$ cat config.mk
export PLATFORM = sky130hd
export DESIGN_NAME = pipe_ctrl_top
export DESIGN_NICKNAME = d
export VERILOG_FILES = /design/src/pipe_types_pkg.sv /design/src/pipe_ctrl_pkg.sv /design/src/lane_hazard.sv /design/src/pipe_ctrl.sv /design/src/stage_chain.sv /design/src/pipe_ctrl_top.sv
export SDC_FILE = /design/constraint.sdc
export NUM_CORES = 1
export LEC_CHECK = 0
export ABC_AREA = 1
export BUFFER_PORTS_ARGS = -buffer_cell sky130_fd_sc_hd__buf_2
export CAP_MARGIN = 15
export CORE_UTILIZATION = 33
export DETAILED_ROUTE_END_ITERATION = 8
export HOLD_SLACK_MARGIN = 0.15
export PLACE_DENSITY_LB_ADDON = 0.05
export SLEW_MARGIN = 20
export SYNTH_ARGS = -nofsm -noshare
export SYNTH_HDL_FRONTEND = slang
export SYNTH_HIERARCHICAL = 1
export SYNTH_SLANG_ARGS = --single-unit
$ cat constraint.sdc
create_clock -name clk -period 4.15 [get_ports clk]
set_clock_uncertainty 0.1 [all_clocks]
set_input_delay 0.83 -clock clk [delete_from_list [all_inputs] [get_ports clk]]
set_output_delay 0.83 -clock clk [all_outputs]
set_load 0.005 [all_outputs]
$ cat src/pipe_types_pkg.sv
`default_nettype none

package pipe_types_pkg;

    // ~~~~~~~~~~~~~~~~~~~~~~~~~~~~~~~~~~~~~~~~~~~~~~~
    // instruction field widths
    // ~~~~~~~~~~~~~~~~~~~~~~~~~~~~~~~~~~~~~~~~~~~~~~~

    // 32 architectural registers
    localparam int unsigned REG_IDX_W = 5;

    // one tag per issued pair
    localparam int unsigned TAG_W = 8;

    // ~~~~~~~~~~~~~~~~~~~~~~~~~~~~~~~~~~~~~~~~~~~~~~~
    // field types
    // ~~~~~~~~~~~~~~~~~~~~~~~~~~~~~~~~~~~~~~~~~~~~~~~

    // architectural register index
    typedef logic [REG_IDX_W-1:0] reg_idx_t;

    // instruction pair tag
    typedef logic [TAG_W-1:0] tag_t;

    // hardwired zero register, never a real producer
    localparam reg_idx_t REG_ZERO = '0;

endpackage : pipe_types_pkg

`default_nettype wire

$ cat src/pipe_ctrl_pkg.sv
`default_nettype none

package pipe_ctrl_pkg;

    // ~~~~~~~~~~~~~~~~~~~~~~~~~~~~~~~~~~~~~~~~~~~~~~~
    // pipeline boundary registers
    // ~~~~~~~~~~~~~~~~~~~~~~~~~~~~~~~~~~~~~~~~~~~~~~~

    // ii/id2, id2/ex, ex/mem and mem/wb
    localparam int unsigned NUM_BOUNDARIES = 4;

    // one bit per boundary register
    typedef logic [NUM_BOUNDARIES-1:0] stage_mask_t;

    // ~~~~~~~~~~~~~~~~~~~~~~~~~~~~~~~~~~~~~~~~~~~~~~~
    // bit positions inside stage_mask_t
    // ~~~~~~~~~~~~~~~~~~~~~~~~~~~~~~~~~~~~~~~~~~~~~~~

    // front of the pipe, fed from the issue point
    localparam int unsigned B_II_ID2 = 0;

    localparam int unsigned B_ID2_EX = 1;

    localparam int unsigned B_EX_MEM = 2;

    // last boundary, retires from here
    localparam int unsigned B_MEM_WB = 3;

endpackage : pipe_ctrl_pkg

`default_nettype wire

$ cat src/lane_hazard.sv
`default_nettype none
`timescale 1ns/10ps

module lane_hazard
    import pipe_types_pkg::*;
#(
    parameter bit ZERO_REG_FIXED = 1'b1
) (
    // pair currently in id2, sources of this lane
    input  wire      id2_valid,
    input  wire      reg_idx_t src_a,
    input  wire      reg_idx_t src_b,

    // pair currently in ex, load info of both lanes
    input  wire      ex_valid,
    input  wire      ex_c_load,
    input  wire      reg_idx_t ex_c_dest,
    input  wire      ex_p_load,
    input  wire      reg_idx_t ex_p_dest,

    output logic     stall_req
);

    logic c_dest_live;
    logic p_dest_live;
    logic c_match;
    logic p_match;
    logic c_hit;
    logic p_hit;

    // ~~~~~~~~~~~~~~~~~~~~~~~~~~~~~~~~~~~~~~~~~~~~~~~
    // producer qualification
    // ~~~~~~~~~~~~~~~~~~~~~~~~~~~~~~~~~~~~~~~~~~~~~~~

    // r0 writes are discarded when the zero register is hardwired
    assign c_dest_live = !ZERO_REG_FIXED || (ex_c_dest != REG_ZERO);
    assign p_dest_live = !ZERO_REG_FIXED || (ex_p_dest != REG_ZERO);

    // ~~~~~~~~~~~~~~~~~~~~~~~~~~~~~~~~~~~~~~~~~~~~~~~
    // source compare
    // ~~~~~~~~~~~~~~~~~~~~~~~~~~~~~~~~~~~~~~~~~~~~~~~

    assign c_match = (src_a == ex_c_dest) || (src_b == ex_c_dest);
    assign p_match = (src_a == ex_p_dest) || (src_b == ex_p_dest);

    // load data is not ready until mem, so no forward path covers it
    assign c_hit = ex_c_load && c_dest_live && c_match;
    assign p_hit = ex_p_load && p_dest_live && p_match;

    assign stall_req = id2_valid && ex_valid && (c_hit || p_hit);

endmodule : lane_hazard

`default_nettype wire

$ cat src/pipe_ctrl.sv
`default_nettype none
`timescale 1ns/10ps

module pipe_ctrl
    import pipe_ctrl_pkg::*;
(
    // external requests
    input  wire  i_cache_stall_req,
    input  wire  d_cache_stall_req,
    input  wire  fifo_stall_req,
    input  wire  b_ctrl_flush_req,
    input  wire  exc_stall_req,
    input  wire  exp_stall_req,
    input  wire  exc_tlb_stall_req,
    input  wire  exp_tlb_stall_req,
    input  wire  exception_flush,
    input  wire  mem_refetch,

    // load-use requests from the two hazard units
    input  wire  forwardc_stall_req,
    input  wire  forwardp_stall_req,

    output logic        pc_stall,
    output logic        fifo_flush,
    output logic        issue_stall,
    output stage_mask_t stall_mask,
    output stage_mask_t flush_mask
);

    logic exc;
    logic fwd;
    logic exc_stall_any;
    logic tlb_stall_any;
    logic lsu;

    // ~~~~~~~~~~~~~~~~~~~~~~~~~~~~~~~~~~~~~~~~~~~~~~~
    // request groups
    // ~~~~~~~~~~~~~~~~~~~~~~~~~~~~~~~~~~~~~~~~~~~~~~~

    // redirect from the back end
    assign exc           = exception_flush | mem_refetch;
    assign fwd           = forwardc_stall_req | forwardp_stall_req;
    assign exc_stall_any = exc_stall_req | exp_stall_req;
    assign tlb_stall_any = exc_tlb_stall_req | exp_tlb_stall_req;
    assign lsu           = d_cache_stall_req | exc_stall_any | tlb_stall_any;

    // ~~~~~~~~~~~~~~~~~~~~~~~~~~~~~~~~~~~~~~~~~~~~~~~
    // front end
    // ~~~~~~~~~~~~~~~~~~~~~~~~~~~~~~~~~~~~~~~~~~~~~~~

    assign pc_stall    = i_cache_stall_req | fifo_stall_req;
    // a branch resolved behind a load-use bubble is replayed, keep the fifo
    assign fifo_flush  = (b_ctrl_flush_req & ~fwd) | exc;
    assign issue_stall = lsu | fwd;

    // ~~~~~~~~~~~~~~~~~~~~~~~~~~~~~~~~~~~~~~~~~~~~~~~
    // per boundary controls
    // ~~~~~~~~~~~~~~~~~~~~~~~~~~~~~~~~~~~~~~~~~~~~~~~

    always_comb begin
        stall_mask = '0;
        flush_mask = '0;

        stall_mask[B_II_ID2] = issue_stall | (pc_stall & fifo_flush);
        flush_mask[B_II_ID2] = b_ctrl_flush_req | exc;

        // a load-use hazard leaves a bubble behind the load
        stall_mask[B_ID2_EX] = lsu;
        flush_mask[B_ID2_EX] = b_ctrl_flush_req | fwd | exc;

        // tlb miss squashes the faulting pair
        stall_mask[B_EX_MEM] = d_cache_stall_req | exc_stall_any;
        flush_mask[B_EX_MEM] = exc | tlb_stall_any;

        // mem/wb is never flushed, older pair always completes
        stall_mask[B_MEM_WB] = d_cache_stall_req | (exc_stall_any & ~exc);
    end

endmodule : pipe_ctrl

`default_nettype wire

$ cat src/stage_chain.sv
`default_nettype none
`timescale 1ns/10ps

module stage_chain
    import pipe_types_pkg::*;
    import pipe_ctrl_pkg::*;
(
    input  wire  clk,
    input  wire  arst_n,

    // pair offered at the issue point
    input  wire  issue_valid,
    input  wire  tag_t     issue_tag,
    input  wire  reg_idx_t issue_c_src_a,
    input  wire  reg_idx_t issue_c_src_b,
    input  wire  reg_idx_t issue_c_dest,
    input  wire  issue_c_load,
    input  wire  reg_idx_t issue_p_src_a,
    input  wire  reg_idx_t issue_p_src_b,
    input  wire  reg_idx_t issue_p_dest,
    input  wire  issue_p_load,

    input  wire  stage_mask_t stall_mask,
    input  wire  stage_mask_t flush_mask,

    // id2 stage, read by the hazard units
    output logic     id2_valid,
    output reg_idx_t id2_c_src_a,
    output reg_idx_t id2_c_src_b,
    output reg_idx_t id2_p_src_a,
    output reg_idx_t id2_p_src_b,

    // ex stage load info
    output logic     ex_valid,
    output logic     ex_c_load,
    output reg_idx_t ex_c_dest,
    output logic     ex_p_load,
    output reg_idx_t ex_p_dest,

    output logic     retire_valid,
    output tag_t     retire_tag
);

    stage_mask_t valid_q;
    stage_mask_t valid_in;
    stage_mask_t valid_d;

    tag_t        id2_tag_q;
    reg_idx_t    id2_c_dest_q;
    logic        id2_c_load_q;
    reg_idx_t    id2_p_dest_q;
    logic        id2_p_load_q;
    tag_t        ex_tag_q;
    tag_t        mem_tag_q;

    // ~~~~~~~~~~~~~~~~~~~~~~~~~~~~~~~~~~~~~~~~~~~~~~~
    // valid chain
    // ~~~~~~~~~~~~~~~~~~~~~~~~~~~~~~~~~~~~~~~~~~~~~~~

    // what each boundary would take when it advances
    assign valid_in = {valid_q[B_EX_MEM], valid_q[B_ID2_EX], valid_q[B_II_ID2], issue_valid};

    // flush beats stall beats advance
    always_comb begin
        for (int b = 0; b < NUM_BOUNDARIES; b++) begin
            if (flush_mask[b]) begin
                valid_d[b] = 1'b0;
            end else if (stall_mask[b]) begin
                valid_d[b] = valid_q[b];
            end else begin
                valid_d[b] = valid_in[b];
            end
        end
    end

    always_ff @(posedge clk or negedge arst_n) begin
        if (!arst_n) begin
            valid_q <= '0;
        end else begin
            valid_q <= valid_d;
        end
    end

    // ~~~~~~~~~~~~~~~~~~~~~~~~~~~~~~~~~~~~~~~~~~~~~~~
    // payload
    // ~~~~~~~~~~~~~~~~~~~~~~~~~~~~~~~~~~~~~~~~~~~~~~~

    // contents behind a cleared valid are don't care
    always_ff @(posedge clk) begin
        if (!stall_mask[B_II_ID2]) begin
            id2_tag_q    <= issue_tag;
            id2_c_src_a  <= issue_c_src_a;
            id2_c_src_b  <= issue_c_src_b;
            id2_c_dest_q <= issue_c_dest;
            id2_c_load_q <= issue_c_load;
            id2_p_src_a  <= issue_p_src_a;
            id2_p_src_b  <= issue_p_src_b;
            id2_p_dest_q <= issue_p_dest;
            id2_p_load_q <= issue_p_load;
        end
        // sources are consumed in id2
        if (!stall_mask[B_ID2_EX]) begin
            ex_tag_q  <= id2_tag_q;
            ex_c_dest <= id2_c_dest_q;
            ex_c_load <= id2_c_load_q;
            ex_p_dest <= id2_p_dest_q;
            ex_p_load <= id2_p_load_q;
        end
        if (!stall_mask[B_EX_MEM]) begin
            mem_tag_q <= ex_tag_q;
        end
        if (!stall_mask[B_MEM_WB]) begin
            retire_tag <= mem_tag_q;
        end
    end

    assign id2_valid = valid_q[B_II_ID2];
    assign ex_valid  = valid_q[B_ID2_EX];

    // a held pair retires on the cycle its stall drops
    assign retire_valid = valid_q[B_MEM_WB] & ~stall_mask[B_MEM_WB];

endmodule : stage_chain

`default_nettype wire

$ cat src/pipe_ctrl_top.sv
`default_nettype none
`timescale 1ns/10ps

module pipe_ctrl_top
    import pipe_types_pkg::*;
    import pipe_ctrl_pkg::*;
#(
    parameter bit ZERO_REG_FIXED = 1'b1
) (
    input  wire  clk,
    input  wire  arst_n,

    input  wire  issue_valid,
    input  wire  tag_t     issue_tag,
    input  wire  reg_idx_t issue_c_src_a,
    input  wire  reg_idx_t issue_c_src_b,
    input  wire  reg_idx_t issue_c_dest,
    input  wire  issue_c_load,
    input  wire  reg_idx_t issue_p_src_a,
    input  wire  reg_idx_t issue_p_src_b,
    input  wire  reg_idx_t issue_p_dest,
    input  wire  issue_p_load,

    input  wire  i_cache_stall_req,
    input  wire  d_cache_stall_req,
    input  wire  fifo_stall_req,
    input  wire  b_ctrl_flush_req,
    input  wire  exc_stall_req,
    input  wire  exp_stall_req,
    input  wire  exc_tlb_stall_req,
    input  wire  exp_tlb_stall_req,
    input  wire  exception_flush,
    input  wire  mem_refetch,

    output logic pc_stall,
    output logic fifo_flush,
    output logic issue_stall,
    output logic retire_valid,
    output tag_t retire_tag
);

    logic        id2_valid;
    reg_idx_t    id2_c_src_a;
    reg_idx_t    id2_c_src_b;
    reg_idx_t    id2_p_src_a;
    reg_idx_t    id2_p_src_b;
    logic        ex_valid;
    logic        ex_c_load;
    reg_idx_t    ex_c_dest;
    logic        ex_p_load;
    reg_idx_t    ex_p_dest;
    logic        forwardc_stall_req;
    logic        forwardp_stall_req;
    stage_mask_t stall_mask;
    stage_mask_t flush_mask;

    // ~~~~~~~~~~~~~~~~~~~~~~~~~~~~~~~~~~~~~~~~~~~~~~~
    // load-use detection, one unit per lane
    // ~~~~~~~~~~~~~~~~~~~~~~~~~~~~~~~~~~~~~~~~~~~~~~~

    lane_hazard #(.ZERO_REG_FIXED(ZERO_REG_FIXED)) hazard_c_i (
        .id2_valid (id2_valid),
        .src_a     (id2_c_src_a),
        .src_b     (id2_c_src_b),
        .ex_valid  (ex_valid),
        .ex_c_load (ex_c_load),
        .ex_c_dest (ex_c_dest),
        .ex_p_load (ex_p_load),
        .ex_p_dest (ex_p_dest),
        .stall_req (forwardc_stall_req)
    );

    lane_hazard #(.ZERO_REG_FIXED(ZERO_REG_FIXED)) hazard_p_i (
        .id2_valid (id2_valid),
        .src_a     (id2_p_src_a),
        .src_b     (id2_p_src_b),
        .ex_valid  (ex_valid),
        .ex_c_load (ex_c_load),
        .ex_c_dest (ex_c_dest),
        .ex_p_load (ex_p_load),
        .ex_p_dest (ex_p_dest),
        .stall_req (forwardp_stall_req)
    );

    // ~~~~~~~~~~~~~~~~~~~~~~~~~~~~~~~~~~~~~~~~~~~~~~~
    // stall and flush control
    // ~~~~~~~~~~~~~~~~~~~~~~~~~~~~~~~~~~~~~~~~~~~~~~~

    pipe_ctrl pipe_ctrl_i (
        .i_cache_stall_req  (i_cache_stall_req),
        .d_cache_stall_req  (d_cache_stall_req),
        .fifo_stall_req     (fifo_stall_req),
        .b_ctrl_flush_req   (b_ctrl_flush_req),
        .exc_stall_req      (exc_stall_req),
        .exp_stall_req      (exp_stall_req),
        .exc_tlb_stall_req  (exc_tlb_stall_req),
        .exp_tlb_stall_req  (exp_tlb_stall_req),
        .exception_flush    (exception_flush),
        .mem_refetch        (mem_refetch),
        .forwardc_stall_req (forwardc_stall_req),
        .forwardp_stall_req (forwardp_stall_req),
        .pc_stall           (pc_stall),
        .fifo_flush         (fifo_flush),
        .issue_stall        (issue_stall),
        .stall_mask         (stall_mask),
        .flush_mask         (flush_mask)
    );

    // ~~~~~~~~~~~~~~~~~~~~~~~~~~~~~~~~~~~~~~~~~~~~~~~
    // boundary registers
    // ~~~~~~~~~~~~~~~~~~~~~~~~~~~~~~~~~~~~~~~~~~~~~~~

    stage_chain stage_chain_i (
        .clk           (clk),
        .arst_n        (arst_n),
        .issue_valid   (issue_valid),
        .issue_tag     (issue_tag),
        .issue_c_src_a (issue_c_src_a),
        .issue_c_src_b (issue_c_src_b),
        .issue_c_dest  (issue_c_dest),
        .issue_c_load  (issue_c_load),
        .issue_p_src_a (issue_p_src_a),
        .issue_p_src_b (issue_p_src_b),
        .issue_p_dest  (issue_p_dest),
        .issue_p_load  (issue_p_load),
        .stall_mask    (stall_mask),
        .flush_mask    (flush_mask),
        .id2_valid     (id2_valid),
        .id2_c_src_a   (id2_c_src_a),
        .id2_c_src_b   (id2_c_src_b),
        .id2_p_src_a   (id2_p_src_a),
        .id2_p_src_b   (id2_p_src_b),
        .ex_valid      (ex_valid),
        .ex_c_load     (ex_c_load),
        .ex_c_dest     (ex_c_dest),
        .ex_p_load     (ex_p_load),
        .ex_p_dest     (ex_p_dest),
        .retire_valid  (retire_valid),
        .retire_tag    (retire_tag)
    );

endmodule : pipe_ctrl_top

`default_nettype wire

## Yosys cells after proc, flatten, opt, wreduce, memory -nomap -nowiden

Index checks and enable logic that the tools add are counted.

- Equal/unequal tests: 11
- Mux-type cells: 6
- Bitwise operators: 22
- Reduce and logical (&&, ||, !) cells: 17

Operator list:

| cell | number |
|---|---|
| == test 5 bit | 8 |
| OR 1 bit | 15 |
| nonzero test 5 bit | 2 |
| logical AND 1 bit | 9 |
| logical OR 1 bit | 6 |
| two-way mux 1 bit | 6 |
| inequality test 2 bit (second input constant) | 3 |
| bitwise AND 1 bit | 4 |
| inverter 1 bit | 3 |

- Bits in registers: 80
- Bits of input ports: 53
- Output and inout bits: 12
- Logic and storage cells: 76

## Logic depth before layout (Yosys ltp)

- Depth in word-level cells: 13
- Depth in mapped cells: 16
- Mapped depth without buffers: 16

## Modules after synthesis

Netlist, hierarchy kept.

Modules (own cells, without submodules):

| module | times used | cells an instance | area an instance (µm²) | sequential area each (µm²) |
|---|---|---|---|---|
| stage_chain | 1 | 102 | 2,479.9 | 2,382.3 |
| lane_hazard | 2 | 90 | 385.4 | 0.0 |
| pipe_ctrl | 1 | 24 | 132.6 | 0.0 |

## Least setup slack after synthesis

OpenSTA, ideal clock, no wires.

- Path type: register to register
- From: register stage_chain_i.ex_p_dest[4]
- To: register stage_chain_i.id2_c_dest_q[0], enable pin
- Setup time: 395 ps
- Arrival time: 2,121 ps
- Required time: 3,655 ps
- Path slack: 1,534 ps
- Stages on the path, launching flop included: 14
- Path buffers: 0
- Period minus slack after synthesis: 2,616 ps
- Cells stage by stage: edfxtp_1 nand2_1 nand2_1 nor2_1 nand3_1 nand2_1 nand2_1 a21oi_2 inv_1 nand2_1 nand2_1 nand3_1 nand2_1 inv_1

- Cells in the longest elaborated chain, start to end: 11

RTL lines:

| what | line | RTL |
|---|---|---|
| from (decl) | stage_chain.sv:38 | `output reg_idx_t ex_p_dest,` |
| from (signal assigned) | stage_chain.sv:106 | `ex_p_dest <= id2_p_dest_q;` |
| == test 5 bit or nonzero test 5 bit (tied branches) | lane_hazard.sv:44, lane_hazard.sv:37 |  |
| logical OR 1 bit or logical AND 1 bit (tied branches) | lane_hazard.sv:44, lane_hazard.sv:48 |  |
| logical AND 1 bit (*) | lane_hazard.sv:48 | `assign p_hit = ex_p_load && p_dest_live && p_match;` |
| logical OR 1 bit (*) | lane_hazard.sv:50 | `assign stall_req = id2_valid && ex_valid && (c_hit \|\| p_hit);` |
| logical AND 1 bit (*) | lane_hazard.sv:50 |  |
| named net forwardc_stall_req | pipe_ctrl_top.sv:52 | `logic forwardc_stall_req;` |
| OR 1 bit (*) | pipe_ctrl.sv:42 | `assign fwd = forwardc_stall_req \| forwardp_stall_req;` |
| inverter 1 bit | pipe_ctrl.sv:53 | `assign fifo_flush = (b_ctrl_flush_req & ~fwd) \| exc;` |
| bitwise AND 1 bit | pipe_ctrl.sv:53 |  |
| OR 1 bit | pipe_ctrl.sv:53 |  |
| bitwise AND 1 bit | pipe_ctrl.sv:64 | `stall_mask[B_II_ID2] = issue_stall \| (pc_stall & fifo_flush);` |
| OR 1 bit (*) | pipe_ctrl.sv:64 |  |
| named net stall_mask[0] | pipe_ctrl_top.sv:54 | `stage_mask_t stall_mask;` |
| to (signal assigned) | stage_chain.sv:94 | `id2_c_dest_q <= issue_c_dest;` |
| to (decl) | stage_chain.sv:49 | `reg_idx_t id2_c_dest_q;` |

The timed path passes the listed nets; every way through them passes the cells marked *.
A chain may end at the register's enable or synchronous reset.

## Final worst setup path

- From: register stage_chain_i.ex_p_dest[4]
- To: output fifo_flush

- Cells in the longest elaborated chain, start to end: 9

RTL lines:

| what | line | RTL |
|---|---|---|
| == test 5 bit or nonzero test 5 bit (tied branches) | lane_hazard.sv:44, lane_hazard.sv:37 |  |
| logical OR 1 bit or logical AND 1 bit (tied branches) | lane_hazard.sv:44, lane_hazard.sv:48 |  |
| logical AND 1 bit (*) | lane_hazard.sv:48 |  |
| logical OR 1 bit (*) | lane_hazard.sv:50 |  |
| logical AND 1 bit (*) | lane_hazard.sv:50 |  |
| named net forwardp_stall_req | pipe_ctrl_top.sv:53 | `logic forwardp_stall_req;` |
| OR 1 bit (*) | pipe_ctrl.sv:42 |  |
| inverter 1 bit (*) | pipe_ctrl.sv:53 |  |
| bitwise AND 1 bit (*) | pipe_ctrl.sv:53 |  |
| OR 1 bit (*) | pipe_ctrl.sv:53 |  |
| to (decl) | pipe_ctrl_top.sv:36 | `output logic fifo_flush,` |

Marked as above.

==> metrics.txt <==
FFs w/ async S/R, synth=5.00%; register bit count reported by yosys=80; slew at the pin with the worst max-slew slack=0.845 ns; number of buffers added on ports=64; remaining max-slew budget at the tightest pin=43.6%; worst reg2reg path startpoint=stage_chain_i/ex_p_dest[4]; number of slew-limit violations in the final report=0; highest routed layer=met4; Critical Path Sink Type=output port; synthesized area divided by synthesized cell count=approximately 11 um2; summed instance area of the synthesized netlist=3380 um2; kind of launch point of the worst setup path=flop; count of inserted antenna diode cells=0; outcome=completed; worst reg-to-reg path cell count=15; via count of the first global-routing pass=about 2100; Mapped Cells=306; Data arrival, critical path=2.02 ns; max-cap check violation count=0; # resized after CTS=0; path type of the worst min-delay path=input port to asynchronous set/reset pin; minimum clock period=2.95 ns; total CTS buffers=9; largest cells by area after synthesis=sky130_fd_sc_hd__edfxtp_1, sky130_fd_sc_hd__nand2_1, sky130_fd_sc_hd__inv_1, sky130_fd_sc_hd__dfrtp_1, sky130_fd_sc_hd__nand3_1; count of flip-flops with a built-in enable after synthesis=76; Initial DRT Pass Iterations=4; CTS tree=done; Final GP Congestion=0.784; residual antenna-violating net count after detailed routing=0; effective utilization at floorplan=34.3%; synth warn=6; most common library cells after synthesis=sky130_fd_sc_hd__nand2_1, sky130_fd_sc_hd__edfxtp_1, sky130_fd_sc_hd__inv_1; Core Footprint=9860 um2; terminus of the critical flop-to-flop path=stage_chain_i/id2_tag_q[1]; Peak supply drop=a little over 0.0002 V; Post-Place Worst Slack=1.22 ns; initial antenna violation count=0; cell seen most often among critical-path stages=sky130_fd_sc_hd__nand2_1; dominant register cell in the synthesized netlist=sky130_fd_sc_hd__edfxtp_1; detailed-routing wirelength on met1=about 3100 um; clock latency reported for the late side of the worst-skew pair=0.35 ns; post-CTS setup buffers=0; maximum level of the CTS H-tree=3; ratio of final minimum period to clock period=between 70% and 80%; detailed-route via count=2134; global-route wire length before repair=between 10000 and 15000 um; unrepaired setup endpoints after global routing=no; post-route core utilization=41.3%; DRC viols=0; DRC marker count from the first detailed-route iteration=65; Die ar.=10700 um2; Die Width=103 um; leakage component of the power=1.81 nW; total number of placement rows=36; share of synthesized area occupied by flip-flops and latches=between 70% and 80%; sum of met3 wire segment lengths after detailed routing=359 um; GRT Residual Overflow=0; hold violation count in the final report=0; global router's overall resource usage=13.4%; setup slack after layout=roughly 1.2 ns; number of primary I/O pins=65; Fin Setup TNS=0 ns; height of the die=103 um; WL met2=2850 um; root buffer selected by CTS=sky130_fd_sc_hd__clkbuf_8; Achievable Freq=between 0.3 and 0.4 GHz; share of the synthesized area in the top cell type=67.5%; top cell type by total area after synthesis=sky130_fd_sc_hd__edfxtp_1; share of layout cells above drive strength 1=24.4%; maximum number of pins on one net before global-route repair=25; area growth from synthesis to layout=20.5%; areal power density over the cells=374 nW/um2; Cell variety after synth=20; post-synthesis net count=roughly 360; Required @ worst endpoint=3.22 ns; cts hold-fix bufs=0; detailed placer's ending HPWL=approximately 4700 um; setup slack of the most critical reg-to-reg path=1.26 ns; Setup Viol. Count Final=0; Net count, final=433; number of clock sinks seen by CTS=80; ratio of routed vias to standard cells=4.12; routed wire length=6380 um; Max stage delay cell, worst path=sky130_fd_sc_hd__edfxtp_1; kind of critical path=flop to output port; worst path cell trace=inv_1 > nand2_1 > nand2_1 > nor2_1 > nand3_1 > nand2_1 > nand2_1 > a21oi_2 > inv_1 > nand2_1 > o21ai_0 > buf_2; slowest cell delay on critical path=0.57 ns; Fillers=993; post-detailed-route wirelength per cell=12.3 um; cell with the most instances after synthesis=sky130_fd_sc_hd__nand2_1; maximum buffer depth of the clock tree=2; register clock-pin slew on the reported worst setup and hold paths=0.08 ns; highest fanout seen on the critical path=8
## layout make-up
cell class | count | area (um2) | share of cell area [%]
repair buffers | 65 | 340 | 8.35
clock buffers | 9 | 124 | 3.04
flip-flops and latches | 80 | 2380 | 58.4
inverters | 54 | 203 | 4.97
well taps | 133 | 166 | 4.08
multi-input cells | 170 | 783 | 19.2
clock inverters | 7 | 77.6 | 1.90
## through the flow
step           instance area, um2  cells  power (mW)  hold slack [ns]
2_1_floorplan                3380    306       0.924            0.300
3_3_place_gp                 3870    502       0.956            0.301
3_5_place_dp                 3870    502       0.957            0.305
4_1_cts                      4080    518        1.55            0.158
5_1_grt                      4080    518        1.58            0.158
6_report                     4080    518        1.53            0.171
## routing by layer
layer  vias up  global-route usage, %
li1       1126                      -
met1       945                   17.4
met2        55                   20.9
met3         8                   4.57
met4         0                   4.88
met5         -                      0
## critical path, delay by kind of cell, from the launching register on
| family | cells | cell delay, ns |
|---|---|---|
| compound gates | 2 | 0.23 |
| buf+inv | 3 | 0.29 |
| flops | 1 | 0.57 |
| simple gates | 7 | 0.57 |
## placed cells by master, fill, tap and decap left out
cell,count
sky130_fd_sc_hd__clkbuf_8,9
sky130_fd_sc_hd__nand3_2,2
sky130_fd_sc_hd__o21ai_0,5
sky130_fd_sc_hd__or2_1,1
sky130_fd_sc_hd__clkinvlp_4,2
sky130_fd_sc_hd__inv_2,5
sky130_fd_sc_hd__nor2_1,21
sky130_fd_sc_hd__nand2_2,1
sky130_fd_sc_hd__buf_12,1
sky130_fd_sc_hd__conb_1,1
sky130_fd_sc_hd__dfrtp_1,4
sky130_fd_sc_hd__inv_6,2
sky130_fd_sc_hd__clkinv_1,1
sky130_fd_sc_hd__nand2_1,99
sky130_fd_sc_hd__inv_8,1
sky130_fd_sc_hd__xor2_1,4
sky130_fd_sc_hd__nor2_2,3
sky130_fd_sc_hd__bufinv_16,1
sky130_fd_sc_hd__buf_2,64
sky130_fd_sc_hd__xnor2_1,8
sky130_fd_sc_hd__nand3_1,16
sky130_fd_sc_hd__nor2_4,1
sky130_fd_sc_hd__nand4_1,5
sky130_fd_sc_hd__edfxtp_1,76
sky130_fd_sc_hd__o21a_1,1
sky130_fd_sc_hd__a21oi_2,2
sky130_fd_sc_hd__inv_1,49
## state kept, by name (all words and copies together), names as in the netlist, 8 cells and up
signal,flops
stage_chain_i/ex_tag_q,8
stage_chain_i/id2_tag_q,8
stage_chain_i/mem_tag_q,8
stage_chain_i/retire_tag,8
## worst max path at each step
| stage | depth (start not counted) | from | end | slack [ns] |
|---|---|---|---|---|
| 2_1_floorplan | 13 | stage_chain_i/ex_p_dest[4] | stage_chain_i/id2_c_dest_q[0] | 1.53 |
| 3_3_place_gp | 15 | stage_chain_i/ex_p_dest[4] | stage_chain_i/id2_c_dest_q[0] | 1.32 |
| 3_5_place_dp | 15 | stage_chain_i/ex_p_dest[4] | stage_chain_i/id2_tag_q[1] | 1.22 |
| 4_1_cts | 12 | stage_chain_i/ex_p_dest[4] | fifo_flush | 1.18 |
| 5_1_grt | 15 | stage_chain_i/ex_p_dest[3] | stage_chain_i/id2_c_dest_q[3] | 0.98 |
| 6_report | 12 | stage_chain_i/ex_p_dest[4] | fifo_flush | 1.20 |
## power breakdown
group / switching [mW] / internal [mW]
clock: 0.303 / 0.284
combinational: 0.0249 / 0.0242
sequential: 0.00265 / 0.886
total: 0.331 / 1.19
## cell families (layout without fill, tap and decap cells)
| family | Yosys count | in the layout | share of synthesized area, % |
|---|---|---|---|
| and+or+nand+nor | 149 | 149 | 18.5 |
| DFF | 80 | 80 | 70.4 |
| AOI/OAI and AO/OA | 8 | 8 | 1.48 |
| buffers and inverters | 56 | 135 | 6.43 |
| xor gates and xnor gates | 12 | 12 | 3.11 |
| other | 1 | 1 | 0.111 |
Power figures use the tool's default switching activity.
